File: src/rtl/tcm_defs.svh
// TCM subsystem configuration
// bus widths, bank depth, address windows, buffer depths and
// the outstanding-counter limit for the data port

`ifndef TCM_DEFS_SVH
`define TCM_DEFS_SVH

// bus widths
`define TCM_ADDR_WIDTH        32
`define TCM_DATA_WIDTH        32

// 16K words per bank
`define TCM_BANK_WORDS_LOG2   14

// address windows, each TCM_BANK_SIZE bytes
`define ITCM_BASE             32'h0000_0000
`define DTCM_BASE             32'h0001_0000
`define TCM_BANK_SIZE         32'h0001_0000

// buffering on the ITCM read path
`define FETCH_RSP_DEPTH       4
`define ITCM_ORDER_DEPTH      4

// data-port counters saturate here
`define OUTSTANDING_MAX       15

`endif

File: src/rtl/tcm_bus_pkg.sv
// TCM bus types
// address, data, strobe and bank index types used by the
// requester ports and by the banks

`default_nettype none

`include "tcm_defs.svh"

package tcm_bus_pkg;

    // byte address
    typedef logic [`TCM_ADDR_WIDTH-1:0] addr_t;

    typedef logic [`TCM_DATA_WIDTH-1:0] data_t;

    // one strobe bit per byte lane
    typedef logic [`TCM_DATA_WIDTH/8-1:0] strb_t;

    // word index inside one bank
    typedef logic [`TCM_BANK_WORDS_LOG2-1:0] word_idx_t;

endpackage

`default_nettype wire

File: src/rtl/tcm_map_pkg.sv
// TCM memory map
// target and requester encodings, the outstanding counter type
// and the address window decode shared by fetch and data ports

`default_nettype none

`include "tcm_defs.svh"

package tcm_map_pkg;

    import tcm_bus_pkg::*;

    typedef enum logic [1:0] {
        TARGET_ITCM,
        TARGET_DTCM,
        TARGET_NONE
    } tcm_target_t;

    typedef enum logic {
        REQ_FETCH,
        REQ_DATA
    } requester_t;

    typedef logic [$clog2(`OUTSTANDING_MAX + 1)-1:0] outstanding_t;

    // offset compare wraps cleanly, so a zero base needs no special case
    function automatic tcm_target_t decode_target(input addr_t addr);
        if ((addr - `ITCM_BASE) < `TCM_BANK_SIZE) begin
            return TARGET_ITCM;
        end
        if ((addr - `DTCM_BASE) < `TCM_BANK_SIZE) begin
            return TARGET_DTCM;
        end
        return TARGET_NONE;
    endfunction

endpackage

`default_nettype wire

File: src/rtl/data_port_router.sv
// Data port router
// decodes data-port reads and writes onto the ITCM or DTCM. An
// access waits while the other bank still owes responses of the
// same kind, so read data and write acks return in request order.

`default_nettype none
`timescale 1ns/100ps

`include "tcm_defs.svh"

module data_port_router
    import tcm_bus_pkg::*;
    import tcm_map_pkg::*;
(
    input  wire            clk,
    input  wire            rst_n,

    input  wire            data_ar_valid,
    input  wire addr_t     data_ar_addr,
    output logic           data_ar_ready,
    output logic           data_r_valid,
    output data_t          data_r_data,
    input  wire            data_r_ready,
    input  wire            data_wr_valid,
    input  wire addr_t     data_wr_addr,
    input  wire data_t     data_wr_data,
    input  wire strb_t     data_wr_strb,
    output logic           data_wr_ready,
    output logic           data_b_valid,
    input  wire            data_b_ready,

    output logic           itcm_ar_valid,
    output addr_t          itcm_ar_addr,
    input  wire            itcm_ar_ready,
    input  wire            itcm_r_valid,
    input  wire data_t     itcm_r_data,
    output logic           itcm_r_ready,

    output logic           dtcm_rd_valid,
    input  wire            dtcm_rd_ready,
    output word_idx_t      dtcm_rd_idx,
    input  wire            dtcm_rsp_valid,
    output logic           dtcm_rsp_ready,
    input  wire data_t     dtcm_rsp_data,

    output logic           itcm_wr_valid,
    input  wire            itcm_wr_ready,
    output word_idx_t      itcm_wr_idx,
    output data_t          itcm_wr_data,
    output strb_t          itcm_wr_strb,
    input  wire            itcm_b_valid,
    output logic           itcm_b_ready,

    output logic           dtcm_wr_valid,
    input  wire            dtcm_wr_ready,
    output word_idx_t      dtcm_wr_idx,
    output data_t          dtcm_wr_data,
    output strb_t          dtcm_wr_strb,
    input  wire            dtcm_b_valid,
    output logic           dtcm_b_ready
);

    // index 0 is the ITCM, index 1 the DTCM
    outstanding_t rd_cnt [2];
    outstanding_t wr_cnt [2];
    tcm_target_t  rd_tgt;
    tcm_target_t  wr_tgt;
    logic [1:0]   rd_ok;
    logic [1:0]   wr_ok;
    logic [1:0]   rd_sel;
    logic [1:0]   wr_sel;
    logic [1:0]   rd_inc;
    logic [1:0]   rd_dec;
    logic [1:0]   wr_inc;
    logic [1:0]   wr_dec;

    assign rd_tgt = decode_target(data_ar_addr);
    assign wr_tgt = decode_target(data_wr_addr);

    assign rd_sel = {rd_cnt[1] != '0, rd_cnt[0] != '0};
    assign wr_sel = {wr_cnt[1] != '0, wr_cnt[0] != '0};

    // window hit, other bank drained, own counter below the limit
    assign rd_ok[0] = (rd_tgt == TARGET_ITCM) && !rd_sel[1] && (rd_cnt[0] < `OUTSTANDING_MAX);
    assign rd_ok[1] = (rd_tgt == TARGET_DTCM) && !rd_sel[0] && (rd_cnt[1] < `OUTSTANDING_MAX);
    assign wr_ok[0] = (wr_tgt == TARGET_ITCM) && !wr_sel[1] && (wr_cnt[0] < `OUTSTANDING_MAX);
    assign wr_ok[1] = (wr_tgt == TARGET_DTCM) && !wr_sel[0] && (wr_cnt[1] < `OUTSTANDING_MAX);

    assign itcm_ar_valid = data_ar_valid && rd_ok[0];
    assign itcm_ar_addr  = data_ar_addr;
    assign dtcm_rd_valid = data_ar_valid && rd_ok[1];
    assign dtcm_rd_idx   = word_idx_t'(data_ar_addr >> 2);
    assign data_ar_ready = (rd_ok[0] && itcm_ar_ready) || (rd_ok[1] && dtcm_rd_ready);

    assign itcm_wr_valid = data_wr_valid && wr_ok[0];
    assign itcm_wr_idx   = word_idx_t'(data_wr_addr >> 2);
    assign itcm_wr_data  = data_wr_data;
    assign itcm_wr_strb  = data_wr_strb;
    assign dtcm_wr_valid = data_wr_valid && wr_ok[1];
    assign dtcm_wr_idx   = word_idx_t'(data_wr_addr >> 2);
    assign dtcm_wr_data  = data_wr_data;
    assign dtcm_wr_strb  = data_wr_strb;
    assign data_wr_ready = (wr_ok[0] && itcm_wr_ready) || (wr_ok[1] && dtcm_wr_ready);

    // responses come from whichever bank still owes one
    assign data_r_valid   = (rd_sel[0] && itcm_r_valid) || (rd_sel[1] && dtcm_rsp_valid);
    assign data_r_data    = rd_sel[1] ? dtcm_rsp_data : itcm_r_data;
    assign itcm_r_ready   = rd_sel[0] && data_r_ready;
    assign dtcm_rsp_ready = rd_sel[1] && data_r_ready;
    assign data_b_valid   = (wr_sel[0] && itcm_b_valid) || (wr_sel[1] && dtcm_b_valid);
    assign itcm_b_ready   = wr_sel[0] && data_b_ready;
    assign dtcm_b_ready   = wr_sel[1] && data_b_ready;

    assign rd_inc = {dtcm_rd_valid && dtcm_rd_ready, itcm_ar_valid && itcm_ar_ready};
    assign rd_dec = {dtcm_rsp_valid && dtcm_rsp_ready, itcm_r_valid && itcm_r_ready};
    assign wr_inc = {dtcm_wr_valid && dtcm_wr_ready, itcm_wr_valid && itcm_wr_ready};
    assign wr_dec = {dtcm_b_valid && dtcm_b_ready, itcm_b_valid && itcm_b_ready};

    always_ff @(posedge clk or negedge rst_n) begin
        if (!rst_n) begin
            for (int i = 0; i < 2; i++) begin
                rd_cnt[i] <= '0;
                wr_cnt[i] <= '0;
            end
        end else begin
            for (int i = 0; i < 2; i++) begin
                rd_cnt[i] <= rd_cnt[i] + outstanding_t'(rd_inc[i]) - outstanding_t'(rd_dec[i]);
                wr_cnt[i] <= wr_cnt[i] + outstanding_t'(wr_inc[i]) - outstanding_t'(wr_dec[i]);
            end
        end
    end

    rd_one_bank_a: assert property (@(posedge clk) disable iff (!rst_n)
        !(rd_sel[0] && rd_sel[1]));
    wr_one_bank_a: assert property (@(posedge clk) disable iff (!rst_n)
        !(wr_sel[0] && wr_sel[1]));

endmodule

`default_nettype wire

File: config.mk
export PLATFORM = sky130hd
export DESIGN_NAME = data_port_router
export DESIGN_NICKNAME = d
export VERILOG_FILES = /design/src/rtl/tcm_bus_pkg.sv /design/src/rtl/tcm_map_pkg.sv /design/src/rtl/data_port_router.sv
export VERILOG_INCLUDE_DIRS = /design/src /design/src/rtl
export SDC_FILE = /design/constraint.sdc
export NUM_CORES = 1
export LEC_CHECK = 0
export BUFFER_PORTS_ARGS = -buffer_cell sky130_fd_sc_hd__buf_2
export CORE_AREA = 2 2 142 144
export CTS_CLUSTER_SIZE = 10
export DETAILED_ROUTE_END_ITERATION = 10
export DIE_AREA = 0 0 144 146
export PLACE_DENSITY_LB_ADDON = 0.15
export SETUP_SLACK_MARGIN = 0.2
export SLEW_MARGIN = 15
export SYNTH_ARGS = -nofsm -noshare
export SYNTH_HDL_FRONTEND = slang
export SYNTH_SLANG_ARGS = --single-unit
File: constraint.sdc
create_clock -name clk -period 3.4 [get_ports clk]
set_clock_uncertainty 0.2 [all_clocks]
set_input_delay 0.17 -clock clk [delete_from_list [all_inputs] [get_ports clk]]
set_output_delay 0.17 -clock clk [all_outputs]
set_load 0.02 [all_outputs]
==> flow_metrics.env <==
export IMPL_global_route_peak_usage_layer="met2"
export IMPL_syn_area_per_cell_um2=7.22
export IMPL_post_cts_resize_count=0
export IMPL_syn_cell_area_um2=2930
export IMPL_detailedPlacementHpwl_um=10500
export IMPL_slowest_stage="sky130_fd_sc_hd__or3b_4"
export IMPL_dieWidth_um=144
export IMPL_clock_sinks=16
export IMPL_final_hold_viol_count=0
export IMPL_drcViolationCount=0
export IMPL_period_minus_slack_ns=2.98
export IMPL_crit_buf_inv=3
export IMPL_routed_wirelength_um=11600
export IMPL_vdd_drop_max_mv=0.193
export IMPL_max_cap_viol_count=0
export IMPL_synth_enable_flop_cells=0
export IMPL_overflow=0
export IMPL_syn_to_final_growth_pct=5.89
export IMPL_hold_buffers=1
export IMPL_globalRouteTotalUtil_pct=10.2
export IMPL_power_per_cell_area_nw_per_um2=550
export IMPL_regToRegSetupSlack_ns=0.42
export IMPL_finalPower_uw=1710
export IMPL_fmax_achieved_mhz=336
export IMPL_cts_root_to_sink_buffers=2
export IMPL_synthDominantCellAreaShare_pct=37.4
export IMPL_first_pass_iters=4
export IMPL_die_area_um2=21000
export IMPL_status="complete, no violations"
export IMPL_stdcell_area_um2=3110
export IMPL_postSynthRegisterBits=16
export IMPL_filler_cell_count=2280
export IMPL_grt_pass1_wl_um=15900
export IMPL_regToRegStartpoint="rd_cnt[6]"
export IMPL_synth_top_cells_by_area="sky130_fd_sc_hd__buf_4 37%, sky130_fd_sc_hd__dfrtp_1 14%, sky130_fd_sc_hd__nand2_1 13%"
export IMPL_post_cts_repair_setup_buffers=0
export IMPL_p_leak_uw=0.00173
export IMPL_crit_arrival_ns=2.90
export IMPL_crit_required_ns=3.33
export IMPL_start_util_pct=15.2
export IMPL_critPathLaunchType="register"
export IMPL_use_met2_pct=17.0
export IMPL_vias_per_cell=3.52
export IMPL_first_global_vias=2496
export IMPL_sw_frac_of_total_pct=46.8
export IMPL_worst_slew_pin_slew_ns=0.509
export IMPL_critical_path_max_stage_delay_ns=0.40
export IMPL_cts_root_buf="sky130_fd_sc_hd__clkbuf_16"
export IMPL_gpl_final_weighted_congestion=0.789
export IMPL_clock_insertion_delay_worst_skew_ns=0.24
export IMPL_synthXorXnorAreaFrac_pct=2.69
export IMPL_synth_top_family_by_area="buffers and inverters"
export IMPL_wl_per_cell_um=16.7
export IMPL_worst_slack_after_detailed_placement_ns=0.403
export IMPL_layout_worst_path_cycle_share_pct=87.5
export IMPL_grt_antenna_before_repair=0
export IMPL_fraction_of_power_consumed_by_the_clock_network_pct=13.1
export IMPL_worst_hold_path_type="primary input to primary output"
export IMPL_timing_critical_path_cells="inv_1, ha_1, or3b_4, nand4b_2, a2111oi_4, nand3_1, ha_1, inv_1, ha_1, inv_1, fa_1, xnor2_1"
export IMPL_crit_path_end_kind="register"
export IMPL_setup_violation_total_in_the_final_timing_report=0
export IMPL_post_synth_inst_count=406
export IMPL_grt_setup_unrepaired="false"
export IMPL_antenna_left=0
export IMPL_synth_top_flop_cell="sky130_fd_sc_hd__dfrtp_1"
export IMPL_number_of_placement_rows=51
export IMPL_p_sw_uw=800
export IMPL_timing_hold_ws_ns=0.140
export IMPL_hold_start="data_ar_addr[7]"
export IMPL_nets_in_the_synthesized_netlist=612
export IMPL_cts_clk_slew_worst_paths_ns=0.05
export IMPL_muxShareOfSynthArea_pct=0
export IMPL_tritoncts="yes"
export IMPL_synth_top_area_cell="sky130_fd_sc_hd__buf_4"
export IMPL_synth_async_sr_flop_share_pct=100
export IMPL_antenna_diode_count=0
export IMPL_worst_hold_path_num_cells=0
export IMPL_combinational_share_of_power_pct=63.5
export IMPL_chipHeight_um=146
export IMPL_drt_first_iter_violations=62
export IMPL_synth_compound_gate_area_share_pct=5.25
export IMPL_critical_path_class="register to register"
export IMPL_num_io_pins=368
export IMPL_yosys_warnings=0
export IMPL_vias_after_detailed_routing=2447
export IMPL_post_route_cells_drive_above_1_share_pct=42.6
export IMPL_largest_net_degree_at_the_start_of_global_routing=33
export IMPL_io_buffers=169
export IMPL_setup_ws_ns=0.423
export IMPL_synth_simple_gate_area_share_pct=23.5
export IMPL_groute_layer_met3_usage_pct=7.86
export IMPL_cellInternalPower_uw=909
export IMPL_regToRegEndpoint="rd_cnt[2]"
export IMPL_timing_reg2reg_worst_path_depth=12
export IMPL_timing_setup_tns_ns=0
export IMPL_synthDistinctLibCells=37
export IMPL_coreArea_um2=19300
export IMPL_min_to="dtcm_rd_idx[5]"
export IMPL_worst_path_max_fanout=4
export IMPL_synthAdderAreaFrac_pct=13.0
export IMPL_tritoncts_num_buffers=3
export IMPL_timing_slew_headroom_pct=65.8
export IMPL_grtUsageMet1_pct=10.0
export IMPL_synth_seq_area_share_pct=13.7
export IMPL_htree_levels=1
export IMPL_flop_pwr_share_pct=23.4
export IMPL_nNetsFinal=638
export IMPL_post_dp_cell_area_um2=3020
export IMPL_crit_family="adder cells"
export IMPL_slew_violations=0
==> synth_stat cells, types with 2 or more instances <==
cell / number
sky130_fd_sc_hd__nand2_1: 104
sky130_fd_sc_hd__ha_1: 24
sky130_fd_sc_hd__clkbuf_1: 6
sky130_fd_sc_hd__xnor2_1: 4
sky130_fd_sc_hd__fa_1: 4
sky130_fd_sc_hd__nor4_1: 6
sky130_fd_sc_hd__a22o_1: 2
sky130_fd_sc_hd__nand3_1: 7
sky130_fd_sc_hd__and3_1: 2
sky130_fd_sc_hd__nor2_1: 8
sky130_fd_sc_hd__dfrtp_1: 16
sky130_fd_sc_hd__nand4_1: 4
sky130_fd_sc_hd__a21oi_1: 5
sky130_fd_sc_hd__a21o_1: 4
sky130_fd_sc_hd__xor2_1: 5
sky130_fd_sc_hd__nor4b_1: 2
sky130_fd_sc_hd__buf_4: 146
sky130_fd_sc_hd__inv_1: 30
sky130_fd_sc_hd__and2_1: 6
sky130_fd_sc_hd__nor3_1: 4
==> layout by cell type (no fill, tap or decap), types with 2 or more instances in the layout <==
| master | netlist | routed |
|---|---|---|
| sky130_fd_sc_hd__a22o_1 | 2 | 2 |
| sky130_fd_sc_hd__dfrtp_1 | 16 | 16 |
| sky130_fd_sc_hd__nor4b_1 | 2 | 2 |
| sky130_fd_sc_hd__buf_4 | 146 | 3 |
| sky130_fd_sc_hd__clkbuf_16 | 0 | 3 |
| sky130_fd_sc_hd__a21o_1 | 4 | 4 |
| sky130_fd_sc_hd__a21oi_1 | 5 | 5 |
| sky130_fd_sc_hd__buf_2 | 0 | 169 |
| sky130_fd_sc_hd__nor2_1 | 8 | 8 |
| sky130_fd_sc_hd__xor2_1 | 5 | 5 |
| sky130_fd_sc_hd__ha_1 | 24 | 24 |
| sky130_fd_sc_hd__nand3_1 | 7 | 7 |
| sky130_fd_sc_hd__nand4_1 | 4 | 4 |
| sky130_fd_sc_hd__and2_1 | 6 | 6 |
| sky130_fd_sc_hd__nor4_1 | 6 | 6 |
| sky130_fd_sc_hd__xnor2_1 | 4 | 4 |
| sky130_fd_sc_hd__nand2_1 | 104 | 104 |
| sky130_fd_sc_hd__and3_1 | 2 | 2 |
| sky130_fd_sc_hd__inv_1 | 30 | 30 |
| sky130_fd_sc_hd__fa_1 | 4 | 4 |
| sky130_fd_sc_hd__nor3_1 | 4 | 4 |
==> registers in the layout, indices dropped and copies added (netlist names) <==
name	flops
rd_cnt	8
wr_cnt	8
==> power by group through the flow <==
stage	clock, uW	sequential (uW)	combinational (uW)
floorplan	0	378	979
global placement	0	404	1090
detailed placement	0	405	1110
CTS	239	403	1120
global route	250	424	1230
finish	224	400	1080
==> routing by layer <==
metal | vias up | wire [um]
met5 | - | 0
met4 | 0 | 130
met3 | 16 | 2220
met2 | 206 | 5450
met1 | 1041 | 3810
li1 | 1184 | -
==> how the worst max path moves through the flow <==
stage	endpoint	depth (start not counted)	slack, ns	from
floorplan	rd_cnt[2]	12	0.59	rd_cnt[6]
global placement	rd_cnt[2]	12	0.43	rd_cnt[6]
detailed placement	rd_cnt[2]	12	0.40	rd_cnt[6]
CTS	rd_cnt[2]	12	0.39	rd_cnt[6]
global route	rd_cnt[2]	12	0.22	rd_cnt[6]
finish	rd_cnt[2]	12	0.42	rd_cnt[6]
==> cells by family after synthesis <==
logic type	Yosys count
buffers and inverters	182
DFF	16
and+or+nand+nor	152
xor gates and xnor gates	9
AOI/OAI and AO/OA	19
adders and majority gates	28
==> through the flow <==
stage / cells / utilization (%)
final: 695 / 16.1
after CTS: 695 / 16.1
after global routing: 695 / 16.1
after floorplan: 406 / -
after global placement: 691 / 15.6
after detailed placement: 691 / 15.6
==> cell type report <==
type / instances / area (um2) / area share, %
well taps: 265 / 332 / 10.7
repair buffers: 173 / 878 / 28.3
inverters: 30 / 113 / 3.63
multi-input cells: 208 / 1310 / 42.1
flip-flops and latches: 16 / 400 / 12.9
clock buffers: 3 / 75.1 / 2.42
No activity file was read; power rests on OpenSTA's default activity.
