### config.mk
export PLATFORM = sky130hd
export DESIGN_NAME = itcm_read_arbiter
export DESIGN_NICKNAME = d
export VERILOG_FILES = /design/src/rtl/tcm_bus_pkg.sv /design/src/rtl/tcm_map_pkg.sv /design/src/rtl/sync_fifo.sv /design/src/rtl/itcm_read_arbiter.sv
export VERILOG_INCLUDE_DIRS = /design/src /design/src/rtl
export SDC_FILE = /design/constraint.sdc
export NUM_CORES = 1
export LEC_CHECK = 0
export ABC_AREA = 0
export BUFFER_PORTS_ARGS = -buffer_cell sky130_fd_sc_hd__buf_2
export CELL_PAD_IN_SITES_DETAIL_PLACEMENT = 0
export CELL_PAD_IN_SITES_GLOBAL_PLACEMENT = 1
export CORE_UTILIZATION = 39
export DETAILED_ROUTE_END_ITERATION = 10
export PLACE_DENSITY_LB_ADDON = 0.1
export SYNTH_ARGS = -nofsm -noshare
export SYNTH_HDL_FRONTEND = slang
export SYNTH_SLANG_ARGS = --single-unit
export TNS_END_PERCENT = 10
### constraint.sdc
create_clock -name clk -period 2.4 [get_ports clk]
set_input_delay 0.36 -clock clk [delete_from_list [all_inputs] [get_ports clk]]
set_output_delay 0.36 -clock clk [all_outputs]
set_load 0.005 [all_outputs]
### src/rtl/tcm_defs.svh
// TCM subsystem configuration
// bus widths, bank depth, address windows, buffer depths and
// the outstanding-counter limit for the data port

`ifndef TCM_DEFS_SVH
`define TCM_DEFS_SVH

// bus widths
`define TCM_ADDR_WIDTH        32
`define TCM_DATA_WIDTH        32

// 16K words per bank
`define TCM_BANK_WORDS_LOG2   14

// address windows, each TCM_BANK_SIZE bytes
`define ITCM_BASE             32'h0000_0000
`define DTCM_BASE             32'h0001_0000
`define TCM_BANK_SIZE         32'h0001_0000

// buffering on the ITCM read path
`define FETCH_RSP_DEPTH       4
`define ITCM_ORDER_DEPTH      4

// data-port counters saturate here
`define OUTSTANDING_MAX       15

`endif

### src/rtl/tcm_bus_pkg.sv
// TCM bus types
// address, data, strobe and bank index types used by the
// requester ports and by the banks

`default_nettype none

`include "tcm_defs.svh"

package tcm_bus_pkg;

    // byte address
    typedef logic [`TCM_ADDR_WIDTH-1:0] addr_t;

    typedef logic [`TCM_DATA_WIDTH-1:0] data_t;

    // one strobe bit per byte lane
    typedef logic [`TCM_DATA_WIDTH/8-1:0] strb_t;

    // word index inside one bank
    typedef logic [`TCM_BANK_WORDS_LOG2-1:0] word_idx_t;

endpackage

`default_nettype wire

### src/rtl/tcm_map_pkg.sv
// TCM memory map
// target and requester encodings, the outstanding counter type
// and the address window decode shared by fetch and data ports

`default_nettype none

`include "tcm_defs.svh"

package tcm_map_pkg;

    import tcm_bus_pkg::*;

    typedef enum logic [1:0] {
        TARGET_ITCM,
        TARGET_DTCM,
        TARGET_NONE
    } tcm_target_t;

    typedef enum logic {
        REQ_FETCH,
        REQ_DATA
    } requester_t;

    typedef logic [$clog2(`OUTSTANDING_MAX + 1)-1:0] outstanding_t;

    // offset compare wraps cleanly, so a zero base needs no special case
    function automatic tcm_target_t decode_target(input addr_t addr);
        if ((addr - `ITCM_BASE) < `TCM_BANK_SIZE) begin
            return TARGET_ITCM;
        end
        if ((addr - `DTCM_BASE) < `TCM_BANK_SIZE) begin
            return TARGET_DTCM;
        end
        return TARGET_NONE;
    endfunction

endpackage

`default_nettype wire

### src/rtl/sync_fifo.sv
// Synchronous FIFO
// circular buffer with the head entry on pop_data and push and
// pop allowed in the same cycle. The payload is a type parameter.

`default_nettype none
`timescale 1ns/100ps

module sync_fifo #(
    parameter type payload_t = logic [7:0],
    parameter int  DEPTH     = 4
) (
    input  wire                          clk,
    input  wire                          rst_n,
    input  wire                          push,
    input  wire payload_t                push_data,
    input  wire                          pop,
    output payload_t                     pop_data,
    output logic                         empty,
    output logic                         full,
    output logic [$clog2(DEPTH+1)-1:0]   count
);

    localparam int PTR_W = (DEPTH > 1) ? $clog2(DEPTH) : 1;
    localparam int CNT_W = $clog2(DEPTH + 1);

    payload_t         slots [DEPTH];
    logic [PTR_W-1:0] rd_ptr;
    logic [PTR_W-1:0] wr_ptr;

    function automatic logic [PTR_W-1:0] next_ptr(input logic [PTR_W-1:0] ptr);
        return (ptr == PTR_W'(DEPTH - 1)) ? '0 : ptr + 1'b1;
    endfunction

    assign pop_data = slots[rd_ptr];
    assign empty    = (count == '0);
    assign full     = (count == CNT_W'(DEPTH));

    always_ff @(posedge clk) begin
        if (push) begin
            slots[wr_ptr] <= push_data;
        end
    end

    always_ff @(posedge clk or negedge rst_n) begin
        if (!rst_n) begin
            rd_ptr <= '0;
            wr_ptr <= '0;
            count  <= '0;
        end else begin
            if (push) begin
                wr_ptr <= next_ptr(wr_ptr);
            end
            if (pop) begin
                rd_ptr <= next_ptr(rd_ptr);
            end
            count <= count + CNT_W'(push) - CNT_W'(pop);
        end
    end

    no_overflow_a: assert property (@(posedge clk) disable iff (!rst_n)
        full |-> !push);
    no_underflow_a: assert property (@(posedge clk) disable iff (!rst_n)
        empty |-> !pop);

endmodule

`default_nettype wire

### src/rtl/itcm_read_arbiter.sv
// ITCM read arbiter
// shares the ITCM read path between the fetch port and the data
// port, data port first. Each grant is logged in an order FIFO and
// bank responses are returned by its head. Fetch responses land in
// a credited buffer so a stalled fetch consumer never holds the bank.

`default_nettype none
`timescale 1ns/100ps

`include "tcm_defs.svh"

module itcm_read_arbiter
    import tcm_bus_pkg::*;
    import tcm_map_pkg::*;
(
    input  wire            clk,
    input  wire            rst_n,

    input  wire            fetch_ar_valid,
    input  wire addr_t     fetch_ar_addr,
    output logic           fetch_ar_ready,
    output logic           fetch_r_valid,
    output data_t          fetch_r_data,
    input  wire            fetch_r_ready,

    input  wire            dp_ar_valid,
    input  wire addr_t     dp_ar_addr,
    output logic           dp_ar_ready,
    output logic           dp_r_valid,
    output data_t          dp_r_data,
    input  wire            dp_r_ready,

    output logic           itcm_rd_valid,
    input  wire            itcm_rd_ready,
    output word_idx_t      itcm_rd_idx,
    input  wire            itcm_rsp_valid,
    output logic           itcm_rsp_ready,
    input  wire data_t     itcm_rsp_data
);

    localparam int FCNT_W = $clog2(`FETCH_RSP_DEPTH + 1);

    logic              fetch_in_itcm;
    logic              slot_free;
    logic              credit_ok;
    logic              fetch_acc;
    logic              fetch_push;
    logic              fetch_empty;
    logic              fetch_full;
    logic [FCNT_W-1:0] fetch_cnt;
    logic [FCNT_W-1:0] fetch_in_bank;
    logic [FCNT_W:0]   fetch_used;
    logic              order_push;
    logic              order_pop;
    logic              order_empty;
    logic              order_full;
    requester_t        order_head;

    assign fetch_in_itcm = (decode_target(fetch_ar_addr) == TARGET_ITCM);

    // fetch reads still in the bank plus those already buffered
    assign fetch_used = fetch_in_bank + fetch_cnt;
    assign credit_ok  = (fetch_used < `FETCH_RSP_DEPTH);
    assign slot_free  = itcm_rd_ready && !order_full;

    assign dp_ar_ready    = slot_free;
    assign fetch_ar_ready = slot_free && !dp_ar_valid && credit_ok && fetch_in_itcm;
    assign fetch_acc      = fetch_ar_valid && fetch_ar_ready;

    assign itcm_rd_valid = !order_full &&
                           (dp_ar_valid || (fetch_ar_valid && fetch_in_itcm && credit_ok));
    assign itcm_rd_idx   = word_idx_t'((dp_ar_valid ? dp_ar_addr : fetch_ar_addr) >> 2);
    assign order_push    = itcm_rd_valid && itcm_rd_ready;

    // response steering by the oldest grant
    assign itcm_rsp_ready = (order_head == REQ_DATA) ? dp_r_ready : !fetch_full;
    assign order_pop      = itcm_rsp_valid && itcm_rsp_ready;
    assign dp_r_valid     = itcm_rsp_valid && !order_empty && (order_head == REQ_DATA);
    assign dp_r_data      = itcm_rsp_data;
    assign fetch_push     = order_pop && (order_head == REQ_FETCH);
    assign fetch_r_valid  = !fetch_empty;

    always_ff @(posedge clk or negedge rst_n) begin
        if (!rst_n) begin
            fetch_in_bank <= '0;
        end else begin
            fetch_in_bank <= fetch_in_bank + FCNT_W'(fetch_acc) - FCNT_W'(fetch_push);
        end
    end

    sync_fifo #(
        .payload_t(requester_t),
        .DEPTH    (`ITCM_ORDER_DEPTH)
    ) order_fifo (
        .clk      (clk),
        .rst_n    (rst_n),
        .push     (order_push),
        .push_data(dp_ar_valid ? REQ_DATA : REQ_FETCH),
        .pop      (order_pop),
        .pop_data (order_head),
        .empty    (order_empty),
        .full     (order_full),
        .count    ()
    );

    sync_fifo #(
        .payload_t(data_t),
        .DEPTH    (`FETCH_RSP_DEPTH)
    ) fetch_rsp_fifo (
        .clk      (clk),
        .rst_n    (rst_n),
        .push     (fetch_push),
        .push_data(itcm_rsp_data),
        .pop      (fetch_r_valid && fetch_r_ready),
        .pop_data (fetch_r_data),
        .empty    (fetch_empty),
        .full     (fetch_full),
        .count    (fetch_cnt)
    );

endmodule

`default_nettype wire

==> results of run 1 <==
-- stage by stage --
| step | hold slack, ns | worst slack, ns | power, W |
|---|---|---|---|
| detailed placement | 0.312 | -0.0352 | 0.00640 |
| global placement | 0.320 | 0.00864 | 0.00634 |
| finish | 0.159 | -0.00864 | 0.00904 |
| global route | 0.152 | -0.0917 | 0.00958 |
| CTS | 0.145 | -0.0260 | 0.00903 |
| floorplan | 0.0644 | -0.0165 | 0.00523 |
-- power groups by stage --
stage	Sequential, W	Combinational (W)	Clock (W)
4_1_cts	0.00361	0.00278	0.00265
5_1_grt	0.00367	0.00317	0.00274
6_report	0.00361	0.00284	0.00259
3_5_place_dp	0.00366	0.00275	0
3_3_place_gp	0.00363	0.00271	0
2_1_floorplan	0.00354	0.00169	0
-- worst reg2reg max path, cell delays in order, from the launching register on --
cell	delay, ns
dfrtp_1	0.37
mux4_2	0.55
mux2_4	0.34
nand2_4	0.08
inv_4	0.04
ha_4	0.25
inv_2	0.04
ha_4	0.15
fa_2	0.35
xnor2_2	0.14
-- cell type report --
cell class,instances,area [um2],area share
clock buffer,17,425,0.0523
timing repair buffer,192,1140,0.140
multi-input combinational,126,1690,0.208
tap,216,270,0.0332
inverter,18,70.1,0.00861
clock inverter,14,150,0.0185
sequential,149,4390,0.540
-- final timing paths --
kind / from / endpoint / cells past startpoint
max: order_fifo.rd_ptr[0] / order_fifo.count[2] / 9
min in group asynchronous: rst_n / order_fifo.wr_ptr[0] / 2
min: itcm_rsp_data[16] / fetch_rsp_fifo.slots[0][16] / 1
max reg2reg: order_fifo.rd_ptr[0] / order_fifo.count[2] / 9
max in group asynchronous: rst_n / fetch_rsp_fifo.count[2] / 2
min reg2reg: order_fifo.rd_ptr[1] / order_fifo.rd_ptr[1] / 1
-- cell usage in the layout, fill, tap and decap left out, types with 3 or more instances in the layout --
cell type and n:
dfrtp_2 3, nor4_1 8, buf_2 167, ha_4 3, ha_1 15, and2_2 4
clkbuf_16 17, dfrtp_1 14, inv_1 16, mux2_2 19, inv_6 4, mux4_2 33
nor2_1 4, nand4_1 4, buf_4 15, and2_1 7, buf_12 9, nand3_1 3
clkinv_2 3, xnor2_1 3, edfxtp_1 132
-- logic make-up (layout without fill, tap and decap cells) --
group           Yosys count  in the layout  synth area share
flops                   149            149             0.692
buf+inv                  60            241            0.0553
fa+ha+maj                21             21            0.0450
xor+xnor                  6              6           0.00829
compound gates            4              4           0.00474
mux                      55             55             0.157
simple gates             40             40            0.0375
-- what timing repair did --
action / in CTS / in global routing
setup buffers: 0 / 1
hold endpoints to repair: 17 / 0
hold buffers: 1 / 0
endpoints found under the setup margin: 4 / 7
pin swaps: 0 / 7
gates resized for setup: 1 / 15
-- registers in the layout (all words and copies together) (netlist names) --
register	cells
fetch_rsp_fifo.slots	128
order_fifo.count	3
fetch_rsp_fifo.count	3
order_fifo.rd_ptr	2
order_fifo.wr_ptr	2
order_fifo.slots	4
fetch_in_bank	3
fetch_rsp_fifo.rd_ptr	2
fetch_rsp_fifo.wr_ptr	2
-- routing by layer --
| metal | up-vias | GRT usage |
|---|---|---|
| met2 | 102 | 0.237 |
| met5 | - | 0 |
| li1 | 1619 | - |
| met3 | 17 | 0.0438 |
| met1 | 1688 | 0.184 |
| met4 | 0 | 0.0616 |
==> impl_metrics.tcl, run 1 <==
set metrics [dict create \
    gp_congestion 0.685 \
    p_leak_nw 3.15 \
    ys_seq_area_frac 0.692 \
    critPathRequiredTime_ns 2.70 \
    portBuffers 167 \
    fin_area_um2 8140 \
    crit_arrival_ns 2.71 \
    cts_tree "done" \
    clk_pin_slew_ns 0.06 \
    ir_drop_v 0.000558 \
    nNetsFinal 629 \
    grt_pass1_vias 3414 \
    slowest_delay_ns 0.55 \
    r2r_setup_slack_ns -0.009 \
    cp_max_fo 2 \
    power_density_nw_per_um2 1110 \
    met3_length_um 597 \
    io_pins 188 \
    ys.flop_type "edfxtp_1" \
    hold_class "input pin to register" \
    syn_area_um2 6340 \
    fmax_ghz 0.415 \
    drt-initial-drc-count 224 \
    max_cap_violations 0 \
    synth.most_common_cell "edfxtp_1" \
    crit_family "multiplexers" \
    critical_path_class "register to register" \
    met2_length_um 5820 \
    die_h_um 130 \
    ys_ff_latch 149 \
    ys_types 30 \
    antenna_left 0 \
    p_sw_w 0.00258 \
    fin_setup_tns_ns -0.00864 \
    avgSynthCellArea_um2 18.9 \
    syn-num-nets 460 \
    routedWlPerCell_um 16.0 \
    internal_power_w 0.00645 \
    synth.area.top_cells "edfxtp_1 (63%), mux4_2 (12%), dfrtp_1 (6.7%)" \
    synth_top_cell_area_share 0.625 \
    status "finished with violations" \
    cts_inserted_buffers 17 \
    grt_pass1_wl_um 17700 \
    clk_path_buf_depth 2 \
    dieArea_um2 16800 \
    overflow 0 \
    vias_per_cell 4.68 \
    finalSetupViolCount 1 \
    highest_layer "met4" \
    core_area_um2 15900 \
    drc_errors 0 \
    path_cells "mux4_2 -> mux2_4 -> nand2_4 -> inv_4 -> ha_4 -> inv_2 -> ha_4 -> fa_2 -> xnor2_2" \
    fin_skew_ns 0.0109 \
    violations "setup timing" \
    vias 3426 \
    num_antenna_cells 0 \
    synth_top_cell_by_area "edfxtp_1" \
    sequentialPowerShare 0.399 \
    p_clk_frac 0.287 \
    synth_edf_count 132 \
    cts_num_sinks 149 \
    initial_utilization 0.399 \
    finalCriticalPeriod_ns 2.41 \
    rows 46 \
    tightestPinTransition_ns 0.403 \
    cts_root_buffer "clkbuf_16" \
    hold_viol 0 \
    insertion_delay_ns 0.43 \
    comb_power_share 0.314 \
    synth.top_cells.by_count "edfxtp_1 (132), mux4_2 (33), buf_4 (32)" \
    grt_max_degree 24 \
    hpwlAfterDp_um 7840 \
    track_usage 0.146 \
    syn_inst 335 \
    synthToLayoutAreaGrowth_pct 28.4 \
    die_w_um 130 \
    fill_cells 1379 \
    place_inst 699 \
    routed_wl_um 11700 \
    htree_levels 4 \
    antenna_found_initial 0 \
    maxSlewHeadroom 0.731 \
    wl_met1_um 5090 \
    critPathLaunchType "register" \
    crit_buf_inv 2 \
    drive_above_1_share 0.578 \
    fin_ws_ns -0.00864 \
    place_area_um2 7460 \
    swShare 0.286 \
    instances_no_fill 732 \
    cpMostUsedCell "ha_4" \
    period_share 1.00 \
    synthArstFlopShare 0.114 \
    crit_path_end_kind "register" \
    rsz0062_at_grt "yes" \
    yosys_warnings 0 \
    fin_util 0.512 \
    cpMaxStageDelayCell "mux4_2" \
    firstDrtPassIters 4 \
    slew_viol_final 0 \
]
Note: power is estimated with default switching activity, not from simulation.
==> run 2: changes to the inputs <==
--- a/config.mk
+++ b/config.mk
@@ -6,11 +6,11 @@
 export SDC_FILE = /design/constraint.sdc
 export NUM_CORES = 1
 export LEC_CHECK = 0
-export ABC_AREA = 0
+export ABC_AREA = 1
 export BUFFER_PORTS_ARGS = -buffer_cell sky130_fd_sc_hd__buf_2
 export CELL_PAD_IN_SITES_DETAIL_PLACEMENT = 0
 export CELL_PAD_IN_SITES_GLOBAL_PLACEMENT = 1
-export CORE_UTILIZATION = 39
+export CORE_UTILIZATION = 37
 export DETAILED_ROUTE_END_ITERATION = 10
 export PLACE_DENSITY_LB_ADDON = 0.1
 export SYNTH_ARGS = -nofsm -noshare
==> impl_metrics.tcl, run 2 <==
set metrics [dict create \
    io_pins 188 \
    portBuffers 167 \
    ys.flop_type "edfxtp_1" \
    antenna_found_initial 0 \
    routedWlPerCell_um 14.8 \
    antenna_left 0 \
    crit_arrival_ns 2.54 \
    grt_max_degree 67 \
    synth.most_common_cell "edfxtp_1" \
    hold_viol 0 \
    max_cap_violations 0 \
    die_h_um 135 \
    syn_inst 511 \
    drt-initial-drc-count 170 \
    routed_wl_um 13300 \
    track_usage 0.155 \
    synth_top_cell_area_share 0.607 \
    ys_types 33 \
    yosys.area_share.simple 0.0889 \
    mostFrequentLayoutCell "buf_2" \
    min_to "fetch_rsp_fifo.slots[3][25]" \
    cts_inserted_buffers 17 \
    regMostFlops "fetch_rsp_fifo.slots" \
    num_antenna_cells 0 \
    fin_setup_tns_ns 0 \
    drc_errors 0 \
    overflow 0 \
    final_cell_mix "buf_2 (167), edfxtp_1 (132), nor2_1 (83)" \
    cp_max_fo 7 \
    synth_top_family_by_area "simple AND/OR/NAND/NOR gates" \
    largestRegisters "fetch_rsp_fifo.slots (128), order_fifo.slots (4)" \
    rr_startpoint "fetch_rsp_fifo.count[1]" \
    hold_start "itcm_rsp_data[25]" \
    synth_edf_count 132 \
    synthXorXnorAreaFrac 0.00805 \
    drive_above_1_share 0.373 \
    syn_area_um2 6530 \
    critPathRequiredTime_ns 2.69 \
    crit_path_end_kind "register" \
    critical_path_class "register to register" \
    power_density_nw_per_um2 1120 \
    synthToLayoutAreaGrowth_pct 24.0 \
    finalCriticalPeriod_ns 2.24 \
    status "complete, no violations" \
    largest_reg_flops 128 \
    fin_util 0.468 \
    reg2reg_to "fetch_in_bank[2]" \
    synth_top_cell_by_area "edfxtp_1" \
    dieArea_um2 18200 \
    insertion_delay_ns 0.41 \
    grt_pass1_vias 4033 \
    rsz0062_at_grt "no" \
    ys_ff_latch 149 \
    avgSynthCellArea_um2 12.8 \
    nNetsFinal 791 \
    period_share 0.934 \
    vias_per_cell 4.66 \
    finalSetupViolCount 0 \
    cts_root_buffer "clkbuf_16" \
    rr_worst_depth 11 \
    gp_congestion 0.748 \
    synth_compound_area_frac 0.0883 \
    clk_pin_slew_ns 0.06 \
    fin_skew_ns 0.00693 \
    r2r_setup_slack_ns 0.16 \
    maxSlewHeadroom 0.688 \
    cts_tree "done" \
    grt_pass1_wl_um 20700 \
    die_w_um 135 \
    synth_mux_area_frac 0.0241 \
    p_leak_nw 3.23 \
    rows 48 \
    syn-num-nets 636 \
    hpwlAfterDp_um 8600 \
    yosys_warnings 0 \
    ys_seq_area_frac 0.672 \
    slew_viol_final 0 \
    critPathLaunchType "register" \
    synthArstFlopShare 0.114 \
    core_area_um2 17300 \
    cts_num_sinks 149 \
    ir_drop_v 0.000557 \
    firstDrtPassIters 4 \
    initial_utilization 0.378 \
    hold_class "input pin to register" \
    vias 4212 \
    synthAdderAreaFrac 0.0437 \
    fmax_ghz 0.446 \
    clk_path_buf_depth 2 \
    tightestPinTransition_ns 0.468 \
    htree_levels 4 \
    synth.top_cells.by_count "edfxtp_1 (132), nor2_1 (87), o21ai_0 (66)" \
    synth.area.top_cells "edfxtp_1 (61%), dfrtp_1 (6.5%), o21ai_0 (5.1%)" \
    hold_depth 1 \
]
## run 2: cell count changes after synthesis, sizes merged, moves of 7 or more
cell,change
and2,-9
buf,+7
inv,+14
mux2,-8
mux4,-33
nand2,+25
nor2,+83
nor4,-8
o21ai,+68
o22ai,+32
## run 2: layout make-up
type	instances	area [um2]
inverter	32	124
clock buffer	18	429
fill	1604	9200
multi-input combinational	276	1710
tap	225	282
sequential	149	4390
clock inverter	13	68.8
timing repair buffer	190	1100
## run 2: power by group
part / leakage (nW) / switching (W) / internal, W
clock network: 0.245 / 0.000930 / 0.00128
registers: 1.40 / 0.000182 / 0.00333
logic: 1.58 / 0.00198 / 0.00134
total: 3.23 / 0.00309 / 0.00596
## run 2: what timing repair did
action | in CTS | in global routing
buffers inserted | 0 | 1
resized for setup | 0 | 7
hold buffers | 1 | 0
hold endpoints to repair | 17 | 0
setup endpoints to repair | 0 | 9
## run 2: kinds of logic (layout without fill, tap and decap cells)
kind of cell | after synthesis | in the layout
xor gates and xnor gates | 6 | 6
AOI/OAI and AO/OA | 104 | 104
buffers and inverters | 86 | 253
DFF | 149 | 149
muxes | 14 | 14
adders and majority gates | 21 | 21
and+or+nand+nor | 131 | 131
## run 2: worst max-delay path, cell delays in order (launching register included)
cell and delay (ns):
dfrtp_1 0.39, buf_4 0.15, inv_1 0.11, nand3_2 0.13, nand2_4 0.13, nor2_8 0.06, ha_1 0.27, inv_1 0.04
ha_1 0.20, fa_1 0.38, xnor2_1 0.14, xor2_1 0.14
## run 2: worst max-delay path by stage
stage | start | end | slack [ns] | depth (start not counted)
after floorplan | order_fifo.rd_ptr[0] | fetch_rsp_fifo.slots[0][0] | -0.36 | 7
after global placement | fetch_in_bank[1] | order_fifo.count[2] | 0.09 | 10
after detailed placement | fetch_in_bank[1] | order_fifo.count[2] | 0.07 | 10
after CTS | fetch_rsp_fifo.rd_ptr[0] | fetch_r_data[28] | 0.04 | 4
after global routing | fetch_in_bank[2] | order_fifo.count[2] | 0.008 | 10
final | fetch_rsp_fifo.count[1] | fetch_in_bank[2] | 0.16 | 11
## run 2: per-layer routing
| layer | share of wire | global-route usage | wire length (um) |
|---|---|---|---|
| met5 | 0 | 0 | 0 |
| met4 | 0.0098 | 0.0499 | 131 |
| met3 | 0.045 | 0.0409 | 602 |
| met2 | 0.50 | 0.270 | 6680 |
| met1 | 0.44 | 0.187 | 5920 |
## run 2: through the flow
step | hold WS (ns) | setup slack [ns] | total power, W | instances | area (um2)
finish | 0.178 | 0.157 | 0.00904 | 903 | 8100
CTS | 0.158 | 0.0397 | 0.00915 | 902 | 8070
global placement | 0.320 | 0.0898 | 0.00682 | 870 | 7560
floorplan | 0.0644 | -0.362 | 0.00555 | 511 | 6530
detailed placement | 0.318 | 0.0746 | 0.00690 | 870 | 7560
global route | 0.155 | 0.00842 | 0.00974 | 903 | 8100
==> run 3: changes to the inputs <==
--- a/config.mk
+++ b/config.mk
@@ -10,7 +10,7 @@
 export BUFFER_PORTS_ARGS = -buffer_cell sky130_fd_sc_hd__buf_2
 export CELL_PAD_IN_SITES_DETAIL_PLACEMENT = 0
 export CELL_PAD_IN_SITES_GLOBAL_PLACEMENT = 1
-export CORE_UTILIZATION = 37
+export CORE_UTILIZATION = 41
 export DETAILED_ROUTE_END_ITERATION = 10
 export PLACE_DENSITY_LB_ADDON = 0.1
 export SYNTH_ARGS = -nofsm -noshare
==> constraint.sdc (replaced) <==
create_clock -name clk -period 2.09 [get_ports clk]
set_input_delay 0.3135 -clock clk [delete_from_list [all_inputs] [get_ports clk]]
set_output_delay 0.3135 -clock clk [all_outputs]
set_load 0.005 [all_outputs]
==> impl_metrics.tcl, run 3 (synthesis gave the netlist of run 2 again) <==
set metrics [dict create \
    die_w_um 128 \
    finalCriticalPeriod_ns 2.24 \
    antenna_found_initial 0 \
    hold_depth 1 \
    place_area_um2 7700 \
    hold_start "itcm_rsp_data[23]" \
    fin_area_um2 8420 \
    critPathLaunchType "register" \
    fmax_ghz 0.447 \
    gp_congestion 0.765 \
    core_area_um2 15400 \
    rr_worst_depth 10 \
    r2r_setup_slack_ns -0.15 \
    vias 4294 \
    die_h_um 128 \
    fin_ws_ns -0.147 \
    drc_errors 0 \
    routedWlPerCell_um 15.2 \
    nNetsFinal 806 \
    routed_wl_um 13800 \
    crit_arrival_ns 2.53 \
    rr_startpoint "fetch_rsp_fifo.count[1]" \
    clk_path_buf_depth 2 \
    cts_inserted_buffers 17 \
    cts_num_sinks 149 \
    synthToLayoutAreaGrowth_pct 28.9 \
    fin_util 0.548 \
    fin_skew_ns 0.00716 \
    status "finished with violations" \
    hpwlAfterDp_um 8940 \
    violations "setup timing" \
    cts_root_buffer "clkbuf_16" \
    critPathRequiredTime_ns 2.38 \
    rsz0062_at_grt "yes" \
    overflow 0 \
    drt-initial-drc-count 275 \
    vias_per_cell 4.74 \
    maxSlewHeadroom 0.720 \
    largest_reg_flops 128 \
    slew_viol_final 0 \
    post_cts_buffers 0 \
    largestRegisters "fetch_rsp_fifo.slots (128), order_fifo.slots (4)" \
    mostFrequentLayoutCell "buf_2" \
    crit_path_end_kind "register" \
    antenna_left 0 \
    hold_viol 0 \
    final_cell_mix "buf_2 (167), edfxtp_1 (132), nor2_1 (82)" \
    clk_pin_slew_ns 0.06 \
    power_density_nw_per_um2 1380 \
    tightestPinTransition_ns 0.419 \
    grt_max_degree 67 \
    regMostFlops "fetch_rsp_fifo.slots" \
    reg2reg_to "order_fifo.count[2]" \
    critical_path_class "register to register" \
    cp_max_fo 2 \
    min_to "fetch_rsp_fifo.slots[2][23]" \
    ir_drop_v 0.000699 \
    rows 45 \
    max_cap_violations 0 \
    hold_class "input pin to register" \
    track_usage 0.173 \
    finalSetupViolCount 5 \
    num_antenna_cells 0 \
    period_share 1.07 \
    dieArea_um2 16400 \
    grt_pass1_vias 3982 \
    initial_utilization 0.425 \
    grt_pass1_wl_um 20900 \
    portBuffers 167 \
    p_leak_nw 3.39 \
    firstDrtPassIters 5 \
    drive_above_1_share 0.396 \
    cts_tree "done" \
    htree_levels 4 \
    insertion_delay_ns 0.42 \
    io_pins 188 \
]
==> run 3: report_power, final <==
| group | leakage [nW] | internal (W) | switching (W) |
|---|---|---|---|
| Clock | 0.324 | 0.00230 | 0.00112 |
| Sequential | 1.40 | 0.00383 | 0.000209 |
| Combinational | 1.66 | 0.00176 | 0.00237 |
| Total | 3.39 | 0.00789 | 0.00369 |
==> run 3: what timing repair did <==
item	in CTS	in global routing
hold buffers	1	0
gates resized for setup	5	6
setup endpoints to repair	6	12
pin swaps	2	4
endpoints found under the hold margin	17	0
==> run 3: cell type report <==
cell class / instances / area, um2
fill: 1321 / 6950
sequential: 149 / 4390
multi-input combinational: 276 / 1730
timing repair buffer: 205 / 1240
clock buffer: 22 / 464
tap: 211 / 264
clock inverter: 10 / 203
inverter: 32 / 128
==> run 3: critical path: stages, from the launching register on <==
cell and delay, ns:
dfrtp_1 0.38, ha_1 0.30, nand3_2 0.07, nand4_1 0.15, o21bai_4 0.18, nand2_4 0.07
ha_4 0.26, inv_2 0.03, ha_4 0.15, fa_2 0.35, xor2_1 0.17
==> run 3: metrics by stage <==
| step | hold slack, ns | worst slack, ns | instances | total power [W] | setup TNS, ns |
|---|---|---|---|---|---|
| 3_5_place_dp | 0.286 | -0.190 | 872 | 0.00819 | -0.560 |
| 3_3_place_gp | 0.287 | -0.133 | 872 | 0.00808 | -0.340 |
| 6_report | 0.119 | -0.147 | 905 | 0.0116 | -0.540 |
| 4_1_cts | 0.106 | -0.168 | 905 | 0.0117 | -0.670 |
| 2_1_floorplan | 0.0179 | -0.148 | 511 | 0.00640 | -19.15 |
| 5_1_grt | 0.107 | -0.255 | 905 | 0.0123 | -1.09 |
==> run 3: how the worst max path moves through the flow <==
stage | from | end | slack, ns | cells after the start
final | fetch_rsp_fifo.count[1] | order_fifo.count[2] | -0.15 | 10
after global placement | fetch_in_bank[1] | order_fifo.count[2] | -0.13 | 10
after CTS | fetch_rsp_fifo.count[1] | order_fifo.count[2] | -0.17 | 10
after detailed placement | fetch_in_bank[1] | order_fifo.count[2] | -0.19 | 10
after global routing | fetch_rsp_fifo.count[1] | order_fifo.count[2] | -0.25 | 10
after floorplan | order_fifo.rd_ptr[0] | fetch_rsp_fifo.slots[0][0] | -0.15 | 7
==> run 3: routing by layer <==
| metal | share of wire | track usage | up-vias |
|---|---|---|---|
| met5 | 0 | 0 | - |
| met4 | 0.011 | 0.0623 | 0 |
| met3 | 0.033 | 0.0384 | 14 |
| met2 | 0.50 | 0.287 | 84 |
| met1 | 0.45 | 0.221 | 2072 |
| li1 | - | - | 2124 |
